`config.mk`:
```
export PLATFORM = sky130hd
export DESIGN_NAME = pcs_rx_monitor_top
export DESIGN_NICKNAME = d
export VERILOG_FILES = /design/src/pcs_block_pkg.sv /design/src/rx_status_pkg.sv /design/src/idle_pattern_checker.sv /design/src/lane_block_sync.sv /design/src/pcs_rx_monitor_top.sv /design/src/rx_status_registers.sv
export SDC_FILE = /design/constraint.sdc
export NUM_CORES = 1
export LEC_CHECK = 0
export ABC_AREA = 1
export BUFFER_PORTS_ARGS = -buffer_cell sky130_fd_sc_hd__buf_2
export CAP_MARGIN = 20
export CORE_AREA = 10 10 119 121
export CTS_BUF_LIST = sky130_fd_sc_hd__clkbuf_8
export DETAILED_ROUTE_END_ITERATION = 6
export DIE_AREA = 0 0 129 131
export PLACE_DENSITY = 0.95
export SETUP_SLACK_MARGIN = 0.1
export SLEW_MARGIN = 20
export SYNTH_ARGS = -nofsm -noshare
export SYNTH_HDL_FRONTEND = slang
export SYNTH_SLANG_ARGS = --single-unit
export TNS_END_PERCENT = 100
```
`constraint.sdc`:
```
create_clock -name i_clock -period 4 [get_ports i_clock]
set_input_delay 0 -clock i_clock [delete_from_list [all_inputs] [get_ports i_clock]]
set_output_delay 0 -clock i_clock [all_outputs]
set_load 0.005 [all_outputs]
```
`src/pcs_block_pkg.sv`:
```
// blocks arrive block-aligned with the sync header in bits 65:64; payload byte order is not swapped
package pcs_block_pkg;

    // block geometry
    localparam int NB_BLOCK       = 66;
    localparam int NB_SYNC_HEADER = 2;
    localparam int NB_PAYLOAD     = NB_BLOCK - NB_SYNC_HEADER;

    typedef logic [NB_SYNC_HEADER-1:0] sync_header_t;
    typedef logic [NB_PAYLOAD-1:0]     payload_t;

    // the only two legal sync headers
    localparam sync_header_t SH_DATA = 2'b01;
    localparam sync_header_t SH_CTRL = 2'b10;

    // block type byte of an idle control block
    localparam logic [7:0] IDLE_BLOCK_TYPE = 8'h1E;

    // idle control block payload, type byte on top and all control codes zero
    localparam payload_t IDLE_PAYLOAD = {IDLE_BLOCK_TYPE, {(NB_PAYLOAD - 8){1'b0}}};

    // one 66-bit block, header first so it lands in the top two bits
    typedef struct packed
    {
        sync_header_t sync_header;
        payload_t     payload;
    } block_t;

endpackage

```
`src/rx_status_pkg.sv`:
```
// status counters saturate at all ones and are only cleared by a read edge or reset
package rx_status_pkg;

    // width of the payload mismatch counter
    localparam int NB_MISMATCH_COUNTER = 16;

    typedef logic [NB_MISMATCH_COUNTER-1:0] mismatch_count_t;

    // value where the counter stops
    localparam mismatch_count_t MISMATCH_COUNT_MAX = '1;

endpackage

```
`src/idle_pattern_checker.sv`:
```
// compares payloads only, headers are left to block sync; no strobe while idle mode is off
module idle_pattern_checker
    import pcs_block_pkg::*;
#(
    parameter  int N_LANES       = 4,
    localparam int NB_LANE_COUNT = $clog2(N_LANES + 1)
)
(
    input  logic                     i_clock,
    input  logic                     i_reset,
    input  logic                     i_valid,
    input  logic                     i_idle_pattern_mode,
    input  block_t [N_LANES-1:0]     i_phy_data,
    output logic [NB_LANE_COUNT-1:0] o_mismatch_lanes,
    output logic                     o_mismatch_valid
);

    logic [NB_LANE_COUNT-1:0] lane_count;

    // number of lanes whose payload is not an idle block
    always_comb
    begin
        lane_count = '0;
        for (int lane = 0; lane < N_LANES; lane++)
        begin
            if (i_phy_data[lane].payload != IDLE_PAYLOAD)
            begin
                lane_count = lane_count + 1'b1;
            end
        end
    end

    // one-cycle strobe per checked block
    always_ff @(posedge i_clock)
    begin
        if (i_reset)
        begin
            o_mismatch_valid <= 1'b0;
        end
        else
        begin
            o_mismatch_valid <= i_valid && i_idle_pattern_mode;
        end
    end

    // count is only meaningful together with the strobe
    always_ff @(posedge i_clock)
    begin
        if (i_valid)
        begin
            o_mismatch_lanes <= lane_count;
        end
    end

endmodule

```
`src/lane_block_sync.sv`:
```
// judges header validity only, no bit slipping; input must already be block-aligned per lane
module lane_block_sync
    import pcs_block_pkg::*;
#(
    parameter int LOCK_BLOCKS   = 16,
    parameter int WINDOW_BLOCKS = 64,
    parameter int INVALID_LIMIT = 8
)
(
    input  logic   i_clock,
    input  logic   i_reset,
    input  logic   i_valid,
    input  logic   i_signal_ok,
    input  block_t i_block,
    output logic   o_block_lock
);

    localparam int NB_LOCK_COUNT    = $clog2(LOCK_BLOCKS + 1);
    localparam int NB_WINDOW_COUNT  = $clog2(WINDOW_BLOCKS + 1);
    localparam int NB_INVALID_COUNT = $clog2(INVALID_LIMIT + 1);

    // last count value before each threshold is reached
    localparam logic [NB_LOCK_COUNT-1:0]    LOCK_LAST    = NB_LOCK_COUNT'(LOCK_BLOCKS - 1);
    localparam logic [NB_WINDOW_COUNT-1:0]  WINDOW_LAST  = NB_WINDOW_COUNT'(WINDOW_BLOCKS - 1);
    localparam logic [NB_INVALID_COUNT-1:0] INVALID_LAST = NB_INVALID_COUNT'(INVALID_LIMIT - 1);

    logic                        header_ok;
    logic [NB_LOCK_COUNT-1:0]    valid_count;
    logic [NB_WINDOW_COUNT-1:0]  window_count;
    logic [NB_INVALID_COUNT-1:0] invalid_count;

    assign header_ok = (i_block.sync_header == SH_DATA) || (i_block.sync_header == SH_CTRL);

    always_ff @(posedge i_clock)
    begin
        // loss of signal behaves like a reset of the lock logic
        if (i_reset || !i_signal_ok)
        begin
            o_block_lock  <= 1'b0;
            valid_count   <= '0;
            window_count  <= '0;
            invalid_count <= '0;
        end
        else if (i_valid)
        begin
            if (!o_block_lock)
            begin
                // hunting for consecutive good headers
                if (!header_ok)
                begin
                    valid_count <= '0;
                end
                else if (valid_count == LOCK_LAST)
                begin
                    o_block_lock <= 1'b1;
                    valid_count  <= '0;
                end
                else
                begin
                    valid_count <= valid_count + 1'b1;
                end
            end
            else
            begin
                // locked, watch invalid headers per window
                if (!header_ok && (invalid_count == INVALID_LAST))
                begin
                    o_block_lock  <= 1'b0;
                    window_count  <= '0;
                    invalid_count <= '0;
                end
                else if (window_count == WINDOW_LAST)
                begin
                    window_count  <= '0;
                    invalid_count <= '0;
                end
                else
                begin
                    window_count <= window_count + 1'b1;
                    if (!header_ok)
                    begin
                        invalid_count <= invalid_count + 1'b1;
                    end
                end
            end
        end
    end

endmodule

```
`src/pcs_rx_monitor_top.sv`:
```
// receive monitor only, blocks pass through nowhere; lane k of i_phy_data is block k, no stall
module pcs_rx_monitor_top
    import pcs_block_pkg::*;
    import rx_status_pkg::*;
#(
    parameter int N_LANES       = 4,
    parameter int LOCK_BLOCKS   = 16,
    parameter int WINDOW_BLOCKS = 64,
    parameter int INVALID_LIMIT = 8
)
(
    input  logic                 i_clock,
    input  logic                 i_reset,
    input  logic                 i_valid,
    input  block_t [N_LANES-1:0] i_phy_data,
    input  logic                 i_signal_ok,
    input  logic                 i_idle_pattern_mode,
    input  logic                 i_read_lock_status,
    input  logic                 i_read_mismatch,
    output logic [N_LANES-1:0]   o_lane_lock,
    output logic [N_LANES-1:0]   o_lock_status,
    output mismatch_count_t      o_mismatch_count,
    output logic                 o_rx_ok
);

    localparam int NB_LANE_COUNT = $clog2(N_LANES + 1);

    logic [N_LANES-1:0]       lane_lock;
    logic [NB_LANE_COUNT-1:0] mismatch_lanes;
    logic                     mismatch_valid;

    // one lock machine per lane
    for (genvar g_lane = 0; g_lane < N_LANES; g_lane++)
    begin : g_lane_sync
        lane_block_sync
        #(
            .LOCK_BLOCKS   (LOCK_BLOCKS),
            .WINDOW_BLOCKS (WINDOW_BLOCKS),
            .INVALID_LIMIT (INVALID_LIMIT)
        )
        u_lane_block_sync
        (
            .i_clock      (i_clock),
            .i_reset      (i_reset),
            .i_valid      (i_valid),
            .i_signal_ok  (i_signal_ok),
            .i_block      (i_phy_data[g_lane]),
            .o_block_lock (lane_lock[g_lane])
        );
    end

    idle_pattern_checker
    #(
        .N_LANES (N_LANES)
    )
    u_idle_pattern_checker
    (
        .i_clock             (i_clock),
        .i_reset             (i_reset),
        .i_valid             (i_valid),
        .i_idle_pattern_mode (i_idle_pattern_mode),
        .i_phy_data          (i_phy_data),
        .o_mismatch_lanes    (mismatch_lanes),
        .o_mismatch_valid    (mismatch_valid)
    );

    rx_status_registers
    #(
        .N_LANES (N_LANES)
    )
    u_rx_status_registers
    (
        .i_clock            (i_clock),
        .i_reset            (i_reset),
        .i_lane_lock        (lane_lock),
        .i_mismatch_lanes   (mismatch_lanes),
        .i_mismatch_valid   (mismatch_valid),
        .i_read_lock_status (i_read_lock_status),
        .i_read_mismatch    (i_read_mismatch),
        .o_lock_status      (o_lock_status),
        .o_mismatch_count   (o_mismatch_count),
        .o_rx_ok            (o_rx_ok)
    );

    // live lock, no status latching
    assign o_lane_lock = lane_lock;

endmodule

```
`src/rx_status_registers.sv`:
```
// clear-on-read acts on the rising edge of each read input only, a held read clears once
module rx_status_registers
    import rx_status_pkg::*;
#(
    parameter  int N_LANES       = 4,
    localparam int NB_LANE_COUNT = $clog2(N_LANES + 1)
)
(
    input  logic                     i_clock,
    input  logic                     i_reset,
    input  logic [N_LANES-1:0]       i_lane_lock,
    input  logic [NB_LANE_COUNT-1:0] i_mismatch_lanes,
    input  logic                     i_mismatch_valid,
    input  logic                     i_read_lock_status,
    input  logic                     i_read_mismatch,
    output logic [N_LANES-1:0]       o_lock_status,
    output mismatch_count_t          o_mismatch_count,
    output logic                     o_rx_ok
);

    logic                         read_lock_status_d;
    logic                         read_mismatch_d;
    logic                         read_lock_status_edge;
    logic                         read_mismatch_edge;
    logic [NB_MISMATCH_COUNTER:0] mismatch_addend;
    logic [NB_MISMATCH_COUNTER:0] mismatch_sum;

    always_ff @(posedge i_clock)
    begin
        if (i_reset)
        begin
            read_lock_status_d <= 1'b0;
            read_mismatch_d    <= 1'b0;
        end
        else
        begin
            read_lock_status_d <= i_read_lock_status;
            read_mismatch_d    <= i_read_mismatch;
        end
    end

    assign read_lock_status_edge = i_read_lock_status && !read_lock_status_d;
    assign read_mismatch_edge    = i_read_mismatch && !read_mismatch_d;

    // this cycle's contribution, zero without a strobe
    assign mismatch_addend = i_mismatch_valid ?
        {{(NB_MISMATCH_COUNTER + 1 - NB_LANE_COUNT){1'b0}}, i_mismatch_lanes} : '0;
    // extra top bit is the overflow flag
    assign mismatch_sum    = {1'b0, o_mismatch_count} + mismatch_addend;

    // latched low until the next read
    always_ff @(posedge i_clock)
    begin
        if (i_reset)
        begin
            o_lock_status <= '0;
        end
        else if (read_lock_status_edge)
        begin
            o_lock_status <= i_lane_lock;
        end
        else
        begin
            o_lock_status <= o_lock_status & i_lane_lock;
        end
    end

    always_ff @(posedge i_clock)
    begin
        if (i_reset)
        begin
            o_mismatch_count <= '0;
        end
        else if (read_mismatch_edge)
        begin
            // restart from what arrived in the read cycle
            o_mismatch_count <= mismatch_addend[NB_MISMATCH_COUNTER-1:0];
        end
        else if (mismatch_sum[NB_MISMATCH_COUNTER])
        begin
            o_mismatch_count <= MISMATCH_COUNT_MAX;
        end
        else
        begin
            o_mismatch_count <= mismatch_sum[NB_MISMATCH_COUNTER-1:0];
        end
    end

    assign o_rx_ok = (&o_lock_status) && (o_mismatch_count == '0);

endmodule

```
== Word-level counts from Yosys, hierarchy flattened ==
Index checks and enable logic that the tools add are counted.
Widths: inputs -> output; s select.
Cells by class
  equality and inequality tests: 28
  div/mod/pow operators: 0
  bitwise operators: 5
  muxes and demuxes: 52
  add/subtract/negate cells: 16
  shifts and indexed selects: 0
  reductions and logical operators: 34
  $mul: 0
  magnitude comparators: 0
Operators by type and width (count)
  $ne 64x61->1 const B: 4
  $mux 7: 8
  $mux 4: 13
  $mux 5: 8
  $mux 16: 2
  $add 7x1->7 const B: 4
  $eq 7x6->1 const B: 4
  $add 5x1->5 const B: 4
  $eq 5x4->1 const B: 4
  $add 16x17->17: 1
  $mux 1: 17
  $add 4x1->4 const B: 4
  $eq 4x3->1 const B: 4
  $logic_not 16->1: 1
  $reduce_and 2->1: 8
  $mux 3: 4
  $ne 3x3->1 const B: 4
  $reduce_and 3->1: 4
  $eq 2x1->1 const B: 4
  $eq 2x2->1 const B: 4
  $logic_and 1x1->1: 8
  $logic_not 1->1: 7
  $add 3x1->3 const B: 2
  $logic_or 1x1->1: 5
  other kinds (4): 7
Word-level totals
  RAM bits: 0
  input port bits: 271
  flip-flop bits (word level): 94
  memories: 0
  bits in latches: 0
  output and inout bits: 25
  ROM bits: 0
  logic and storage cells: 157

== Depth between registers and ports, before layout ==
Gate-level depths: netlist (run 1).
  depth in word-level cells: 8
  mapped depth: 16
  mapped depth without buffers: 16

== Modules after synthesis ==
Synthesis (run 1) repeated with hierarchy kept, for this count alone.
Second synthesis, totals
  cells, all modules: 1031
  area total of the unflattened synthesis: 6426.2 um^2
By module, submodules not included
  lane_block_sync: instances 4, area an instance 948.4 um^2, seq. area each 340.3 um^2, cells each 135
  idle_pattern_checker: instances 1, area an instance 1377.6 um^2, seq. area each 110.1 um^2, cells each 305
  rx_status_registers: instances 1, area an instance 1255.0 um^2, seq. area each 440.4 um^2, cells each 186

== Worst setup path before layout (run 1) ==
No wires, ideal clock.
  path type: flip-flop to flip-flop
  start: register u_idle_pattern_checker.o_mismatch_lanes[0]
  end: register u_rx_status_registers.o_mismatch_count[15]
  slack: 2.157 ns
  required time: 3.891 ns
  path buffers: 0
  arrival time: 1.733 ns
  clock period less this slack: 1.843 ns
  stages on the path, launching flop included: 13
  library setup time: 0.109 ns
  cells stage by stage: edfxtp_1 nand2_1 inv_1 ha_1 fa_1 a21oi_1 nor2_4 nand2_2 nor2_8 nand3_4 nand3_1 nand2_1 inv_1
Between the ends
  longest elaborated chain between the ends: 4
RTL lines
  start: declaration: line idle_pattern_checker.sv:14  | output logic [NB_LANE_COUNT-1:0] o_mismatch_lanes,
  start signal: assignment: line idle_pattern_checker.sv:51  | o_mismatch_lanes <= lane_count;
  $mux 3: line rx_status_registers.sv:46  | assign mismatch_addend = i_mismatch_valid ?
  $add 16x17->17: line rx_status_registers.sv:49  | assign mismatch_sum = {1'b0, o_mismatch_count} + mismatch_addend;
  $mux 16: line rx_status_registers.sv:79  | else if (mismatch_sum[NB_MISMATCH_COUNTER])
  $mux 16: line rx_status_registers.sv:74  | else if (read_mismatch_edge)
  end signal: assignment: line rx_status_registers.sv:77  | o_mismatch_count <= mismatch_addend[NB_MISMATCH_COUNTER-1:0];
  end signal: assignment: line rx_status_registers.sv:85  | o_mismatch_count <= mismatch_sum[NB_MISMATCH_COUNTER-1:0];
  end: declaration: line rx_status_registers.sv:17  | output mismatch_count_t o_mismatch_count,
No other way between the ends.
A chain may end at the register's enable or synchronous reset.

== Worst setup path in the final report (run 1) ==
  start: input i_reset
  end: register g_lane_sync[2].u_lane_block_sync.invalid_count[3]
Between the ends
  longest elaborated chain between the ends: 1
RTL lines
  start: declaration: line pcs_rx_monitor_top.sv:13  | input logic i_reset,
  $logic_or 1x1->1: line lane_block_sync.sv:37  | if (i_reset || !i_signal_ok)
  end signal: assignment: line lane_block_sync.sv:82  | invalid_count <= invalid_count + 1'b1;
  end: declaration: line lane_block_sync.sv:30  | logic [NB_INVALID_COUNT-1:0] invalid_count;
No other way between the ends.

==> qor.yml, run 1 <==
seqPwrFrac: 0.515
cp_data_arrival_time_ns: 2.48
cp_cell_sequence: "dlygate4sd3_1, buf_2, inv_2, nand2_2, inv_1, nand2_1, nor3b_1"
critPathKind: "in -> reg"
r2r_cells: 12
grt.overflow.total: 0
ir_drop_mv: 0.158
layout.nets: 1497
grt_pass1_wl_um: 33900
hold_slack_ns: 0.0837
ys_seq_elements: 94
maxCapViolCount: 0
syn-num-nets: 1195
io_pins: 296
avgSynthCellArea_sq_um: 6.63
design_area_sq_mm: 0.00786
syn_area_sq_mm: 0.00600
area_growth_pct: 30.9
synth.most_common_cell: "nor2_1"
worstPathRequired_ns: 4.30
fillers: 936
hold_viol: 0
yosys-top-cells-area: "dfxtp_1, nor2_1, nand2_1"
vias_per_cell: 5.19
min_path_cells: 5
min_period_ns: 2.18
drive_gt1_frac: 0.309
cts-resized-gates: 0
clock_skew_ns: 0.0120
core_sq_mm: 0.0118
drt_pass1_iterations: 5
final.setup.worst_slack_ns: 1.82
r2r_slack_ns: 2.00
critPathMaxStageDelay_ns: 0.69
critical_path_peak_fanout: 37
start_kind: "input port"
synth_mux_area_frac: 0
grt_max_degree: 38
clockPowerShare: 0.330
clock-sinks: 94
status: "completed"
crit_cells: 7
timing.fmax_mhz: 458
synth_common_cells: "nor2_1, nand2_1, dfxtp_1"
globalplace.congestion: 0.960
synth_top_area_frac: 0.303
yosys.area_share.simple: 0.446
finalPower_mw: 1.85
netlist.top_cell.by_area: "dfxtp_1"
grt_pass1_vias: 6913
hold_path.class: "in -> reg"
ys_types: 47
switchingPower_uw: 522
cp.buffers_inverters: 4
cts_setup_buffers: 0
antenna_found_initial: 4
clk_latency_ns: 0.37
swShare: 0.282
drtAntennaViolNets: 0
cts_buffers: 9
clk_pin_slew_ns: 0.10
synth_compound_area_frac: 0.0865
powerDensity_mw_per_mm2: 236
dp.final_hpwl_um: 18300
initial_core_util: 0.508
setup_viol: 0
synth_edf_count: 3
async_flop_share: 0
cts_root_buffer: "clkbuf_8"
p_leak_nw: 3.83
wirelength_um: 21600
htreeDepth: 3
cp_slowest_cell: "inv_1"
fin_crit_sh: 0.546
synthAdderAreaFrac: 0.0408
synth_cells: 905
tritoncts: "yes"
synth_xor_area_frac: 0.0463
final_max_slew_viol_count: 0
placed_area_sq_mm: 0.00759
synth_top_family_by_area: "simple AND/OR/NAND/NOR gates"
combPwrFrac: 0.155
cp-end-kind: "flop"
finalSetupTns_ns: 0
die_height_um: 131
track_usage: 0.248
row_count: 40
cts_max_path_buffers: 2
ys_seq_area_frac: 0.318
slew_headroom: 0.477
post_drt_wl_per_cell_um: 15.9
die_w_um: 129
worst_pin_slew_ns: 0.782
crit_family: "buffers and inverters"
rsz0062_at_grt: "false"
drc_errors: 0
dr.first_iter.drc_count: 570
synth_ff_type: "dfxtp_1"
placement.setup.worst_slack_ns: 1.78
yosys_warnings: 0
portBuffers: 295
dieArea_sq_mm: 0.0169
p_int_mw: 1.33
num_vias: 7069
==> path summary, 6_finish.rpt <==
check / from / endpoint
hold reg to reg: flop / flop
hold / removal: i_phy_data[131] / g_lane_sync[1].u_lane_block_sync.valid_count[4]$_SDFFE_PP0P_
setup / recovery: i_reset / flop
setup reg to reg: u_idle_pattern_checker.o_mismatch_lanes[0]$_DFFE_PP_ / u_rx_status_registers.o_mismatch_count[15]$_SDFF_PP0_
==> power groups by stage <==
stage / clock network (mW) / registers (mW) / logic [mW]
floorplan: 0 / 0.974 / 0.107
global placement: 0 / 0.975 / 0.270
detailed placement: 0 / 0.975 / 0.277
CTS: 0.616 / 0.953 / 0.283
global route: 0.654 / 0.955 / 0.318
finish: 0.611 / 0.954 / 0.287
==> worst register-to-register path, cell delays in order, from the launching register on <==
cell and delay, ns:
edfxtp_1 0.36, nand2_1 0.07, inv_1 0.05, ha_1 0.20
fa_1 0.41, a21oi_1 0.27, nor2_4 0.07, nand2_2 0.12
nor2_8 0.06, nand3_4 0.12, nand3_1 0.09, nand2_1 0.06
inv_1 0.04
==> cell type report <==
class                      count  area (sq um)  share of cell area
multi-input combinational    722          3720               0.474
sequential                    94          1910               0.243
timing repair buffer         302          1550               0.197
inverter                      78           299              0.0380
tap                          147           184              0.0234
clock buffer                   9           124              0.0158
clock inverter                 7          67.6             0.00860
antenna                        2          5.00            0.000637
==> cells by family after synthesis <==
logic type,count (synthesis)
AND/OR/NAND/NOR,583
flip-flops,94
AO/OA/AOI/OAI,90
buffers and inverters,89
XOR/XNOR,30
adder cells (fa/ha/maj),19
==> flip-flops by register name, indices dropped and copies added (netlist names) <==
register and flops:
u_rx_status_registers.o_mismatch_count 16, u_idle_pattern_checker.o_mismatch_lanes 3, g_lane_sync.u_lane_block_sync.window_count 28, g_lane_sync.u_lane_block_sync.o_block_lock 4, u_idle_pattern_checker.o_mismatch_valid 1, u_rx_status_registers.read_mismatch_d 1
u_rx_status_registers.read_lock_status_d 1, u_rx_status_registers.o_lock_status 4, g_lane_sync.u_lane_block_sync.invalid_count 16, g_lane_sync.u_lane_block_sync.valid_count 20
==> timing repair <==
action,in CTS,in global routing
hold buffers,7,0
hold endpoints to repair,7,0
endpoints found under the setup margin,0,0
==> metrics by stage <==
step,utilization,instances
final,0.665,1361
after global routing,0.665,1360
after detailed placement,0.643,1336
after CTS,0.665,1359
after floorplan,-,905
after global placement,0.643,1336
==> cells in the final DEF, fill, tap and decap left out, types with 7 or more instances in the layout <==
master           n
buf_2          295
nor2_1         233
nand2_1        197
dfxtp_1         91
inv_1           65
nand3_1         49
a21oi_1         46
o21ai_0         26
xor2_1          24
nand4_1         23
ha_1            18
nor3_1          16
inv_2           11
nor4_1          10
nand3b_1         9
clkbuf_8         9
nand2_2          8
dlygate4sd3_1    7
==> per-layer routing <==
metal / track usage / share of wire / up-vias
li1: - / - / 3545
met1: 0.299 / 0.42 / 3177
met2: 0.420 / 0.46 / 325
met3: 0.0959 / 0.12 / 18
met4: 0.0361 / 0.0056 / 4
met5: 0 / 0.00088 / -
No activity file was read; power rests on OpenSTA's default activity.
==> inputs of run 2 (changes only) <==
--- a/config.mk
+++ b/config.mk
@@ -5,14 +5,14 @@
 export SDC_FILE = /design/constraint.sdc
 export NUM_CORES = 1
 export LEC_CHECK = 0
-export ABC_AREA = 1
+export ABC_AREA = 0
 export BUFFER_PORTS_ARGS = -buffer_cell sky130_fd_sc_hd__buf_2
 export CAP_MARGIN = 20
-export CORE_AREA = 10 10 119 121
+export CORE_AREA = 10 10 124 126
 export CTS_BUF_LIST = sky130_fd_sc_hd__clkbuf_8
 export DETAILED_ROUTE_END_ITERATION = 6
-export DIE_AREA = 0 0 129 131
-export PLACE_DENSITY = 0.95
+export DIE_AREA = 0 0 134 136
+export PLACE_DENSITY = 0.89
 export SETUP_SLACK_MARGIN = 0.1
 export SLEW_MARGIN = 20
 export SYNTH_ARGS = -nofsm -noshare
==> constraint.sdc (replaced) <==
create_clock -name i_clock -period 1.9 [get_ports i_clock]
set_input_delay 0 -clock i_clock [delete_from_list [all_inputs] [get_ports i_clock]]
set_output_delay 0 -clock i_clock [all_outputs]
set_load 0.005 [all_outputs]
==> run 2 against run 1 <==
Compared with the run above:
- the run now ends with negative setup slack left
- global-route usage down 3.3 points
- worst hold slack got worse by 0.070 ns
- sequential cell count stayed put
- synthesized area fell by 13%
- critical path type unchanged
- highest routed layer unchanged
==> qor.yml, run 2 <==
post_drt_wl_per_cell_um: 19.2
io_pins: 296
clk_pin_slew_ns: 0.09
layout_commonest_cell: "buf_2"
dieArea_sq_mm: 0.0182
yosys_warnings: 0
placed_area_sq_mm: 0.00716
core_sq_mm: 0.0130
grt_max_degree: 41
final_max_slew_viol_count: 0
status: "finished, violations left"
fillers: 1089
avgSynthCellArea_sq_um: 8.51
final.setup.worst_slack_ns: -0.0965
grt.overflow.total: 0
num_vias: 6059
drtAntennaViolNets: 0
synth_top_area_frac: 0.349
hold_slack_ns: 0.0133
yosys-top-cells-area: "dfxtp_1, nor4_1, nor2_1"
track_usage: 0.215
grt_pass1_wl_um: 31600
cp_data_arrival_time_ns: 2.11
hold_viol: 0
die_w_um: 134
fin_util: 0.599
finalSetupTns_ns: -0.0965
largest_register_ffs: 28
synth_cells: 613
start_kind: "input port"
min_period_ns: 2.00
maxCapViolCount: 0
synth.most_common_cell: "dfxtp_1"
violations: "negative setup slack"
portBuffers: 295
place_inst: 1100
layout.nets: 1234
clock_skew_ns: 0.0113
ys_types: 62
clk_latency_ns: 0.36
synth_ff_type: "dfxtp_1"
regMostFlops: "g_lane_sync.u_lane_block_sync.window_count"
synth_edf_count: 3
final_cell_mix: "buf_2, dfxtp_1, nor2_1, nor4_1, nand2_1"
design_area_sq_mm: 0.00778
worst_pin_slew_ns: 0.748
drive_gt1_frac: 0.453
initial_core_util: 0.402
ys_seq_elements: 94
cp-end-kind: "flop"
worstPathRequired_ns: 2.02
globalplace.congestion: 0.891
tritoncts: "yes"
area_growth_pct: 49.1
diodes: 0
timing.fmax_mhz: 501
synth_common_cells: "dfxtp_1, nor2_1, nor4_1"
drt_pass1_iterations: 5
setup_viol: 1
syn_area_sq_mm: 0.00522
p_leak_nw: 3.24
ir_drop_mv: 0.308
placement.setup.worst_slack_ns: -0.567
grt_pass1_vias: 6181
slew_headroom: 0.501
instances_no_fill: 1125
dp.final_hpwl_um: 17700
cts_root_buffer: "clkbuf_8"
hold_path.class: "in -> reg"
wirelength_um: 21600
cts_buffers: 9
cts_max_path_buffers: 2
async_flop_share: 0
finalPower_mw: 3.97
netlist.top_cell.by_area: "dfxtp_1"
die_height_um: 136
powerDensity_mw_per_mm2: 510
vias_per_cell: 5.39
ys_seq_area_frac: 0.367
rsz0062_at_grt: "true"
clock-sinks: 94
largestRegisters: "g_lane_sync.u_lane_block_sync.window_count: 28 flops, g_lane_sync.u_lane_block_sync.valid_count: 20 flops"
row_count: 42
critical_path_peak_fanout: 2
antenna_found_initial: 5
syn-num-nets: 903
critPathKind: "in -> reg"
drc_errors: 0
dr.first_iter.drc_count: 350
htreeDepth: 3
fin_crit_sh: 1.05
run 2: cell count changes after synthesis, moves of 14 or more:
| cell | change |
|---|---|
| nor2_1 | -152 |
| nand2_1 | -150 |
| inv_1 | -58 |
| nor4_1 | +50 |
| nand3_1 | -25 |
| xnor2_1 | +21 |
| nor4b_1 | +14 |
run 2: final timing paths:
check | from | cells after the start | slack [ns] | end
setup / recovery | i_phy_data[125] | 9 | -0.1 | u_idle_pattern_checker.o_mismatch_lanes[1]$_DFFE_PP_
hold / removal | i_valid | 4 | 0.01 | g_lane_sync[1].u_lane_block_sync.o_block_lock$_SDFFE_PP0P_
setup reg to reg | u_idle_pattern_checker.o_mismatch_lanes[0]$_DFFE_PP_ | 8 | 0.03 | u_rx_status_registers.o_mismatch_count[10]$_SDFF_PP0_
hold reg to reg | g_lane_sync[2].u_lane_block_sync.valid_count[4]$_SDFFE_PP0P_ | 2 | 0.43 | g_lane_sync[2].u_lane_block_sync.valid_count[4]$_SDFFE_PP0P_
run 2: timing repair:
action                                  CTS  global route
endpoints found under the hold margin     3             0
endpoints found under the setup margin   24            31
hold buffers                              4             0
pin swaps                                11            25
gates resized for setup                  22            50
setup buffers                             4             3
run 2: worst max-delay path: stages:
cell	delay, ns
buf_2	0.13
nor4bb_4	0.29
nand4_1	0.15
or4_4	0.58
inv_4	0.07
ha_4	0.20
xnor2_2	0.14
ha_2	0.29
mux2_2	0.26
run 2: report_power, final:
part / internal (mW) / switching (mW) / total (mW)
sequential: 1.99 / 0.0148 / 2.01
combinational: 0.304 / 0.267 / 0.571
clock: 0.681 / 0.711 / 1.39
run 2: layout make-up:
type                    instances  area, sq um  share of cell area
multi-input cells             494         3530               0.454
well taps                     176          220              0.0283
repair buffers                338         1870               0.240
clock inverters                 5         56.3             0.00724
inverters                       7         28.8             0.00370
clock buffers                  11          151              0.0195
flip-flops and latches         94         1920               0.247
run 2: metal layers:
| metal | vias up | wire length (um) | global-route usage | share of wire |
|---|---|---|---|---|
| li1 | 2944 | - | - | - |
| met1 | 2817 | 8040 | 0.237 | 0.37 |
| met2 | 260 | 11300 | 0.388 | 0.52 |
| met3 | 36 | 1930 | 0.0679 | 0.089 |
| met4 | 2 | 380 | 0.0629 | 0.018 |
| met5 | - | 7 | 0 | 0.00032 |
run 2: cells by family after synthesis:
group	share of synthesized area
buffers and inverters	0.0247
and+or+nand+nor	0.375
xor gates and xnor gates	0.0722
AOI/OAI and AO/OA	0.101
DFF	0.367
muxes	0.0137
adders and majority gates	0.0470
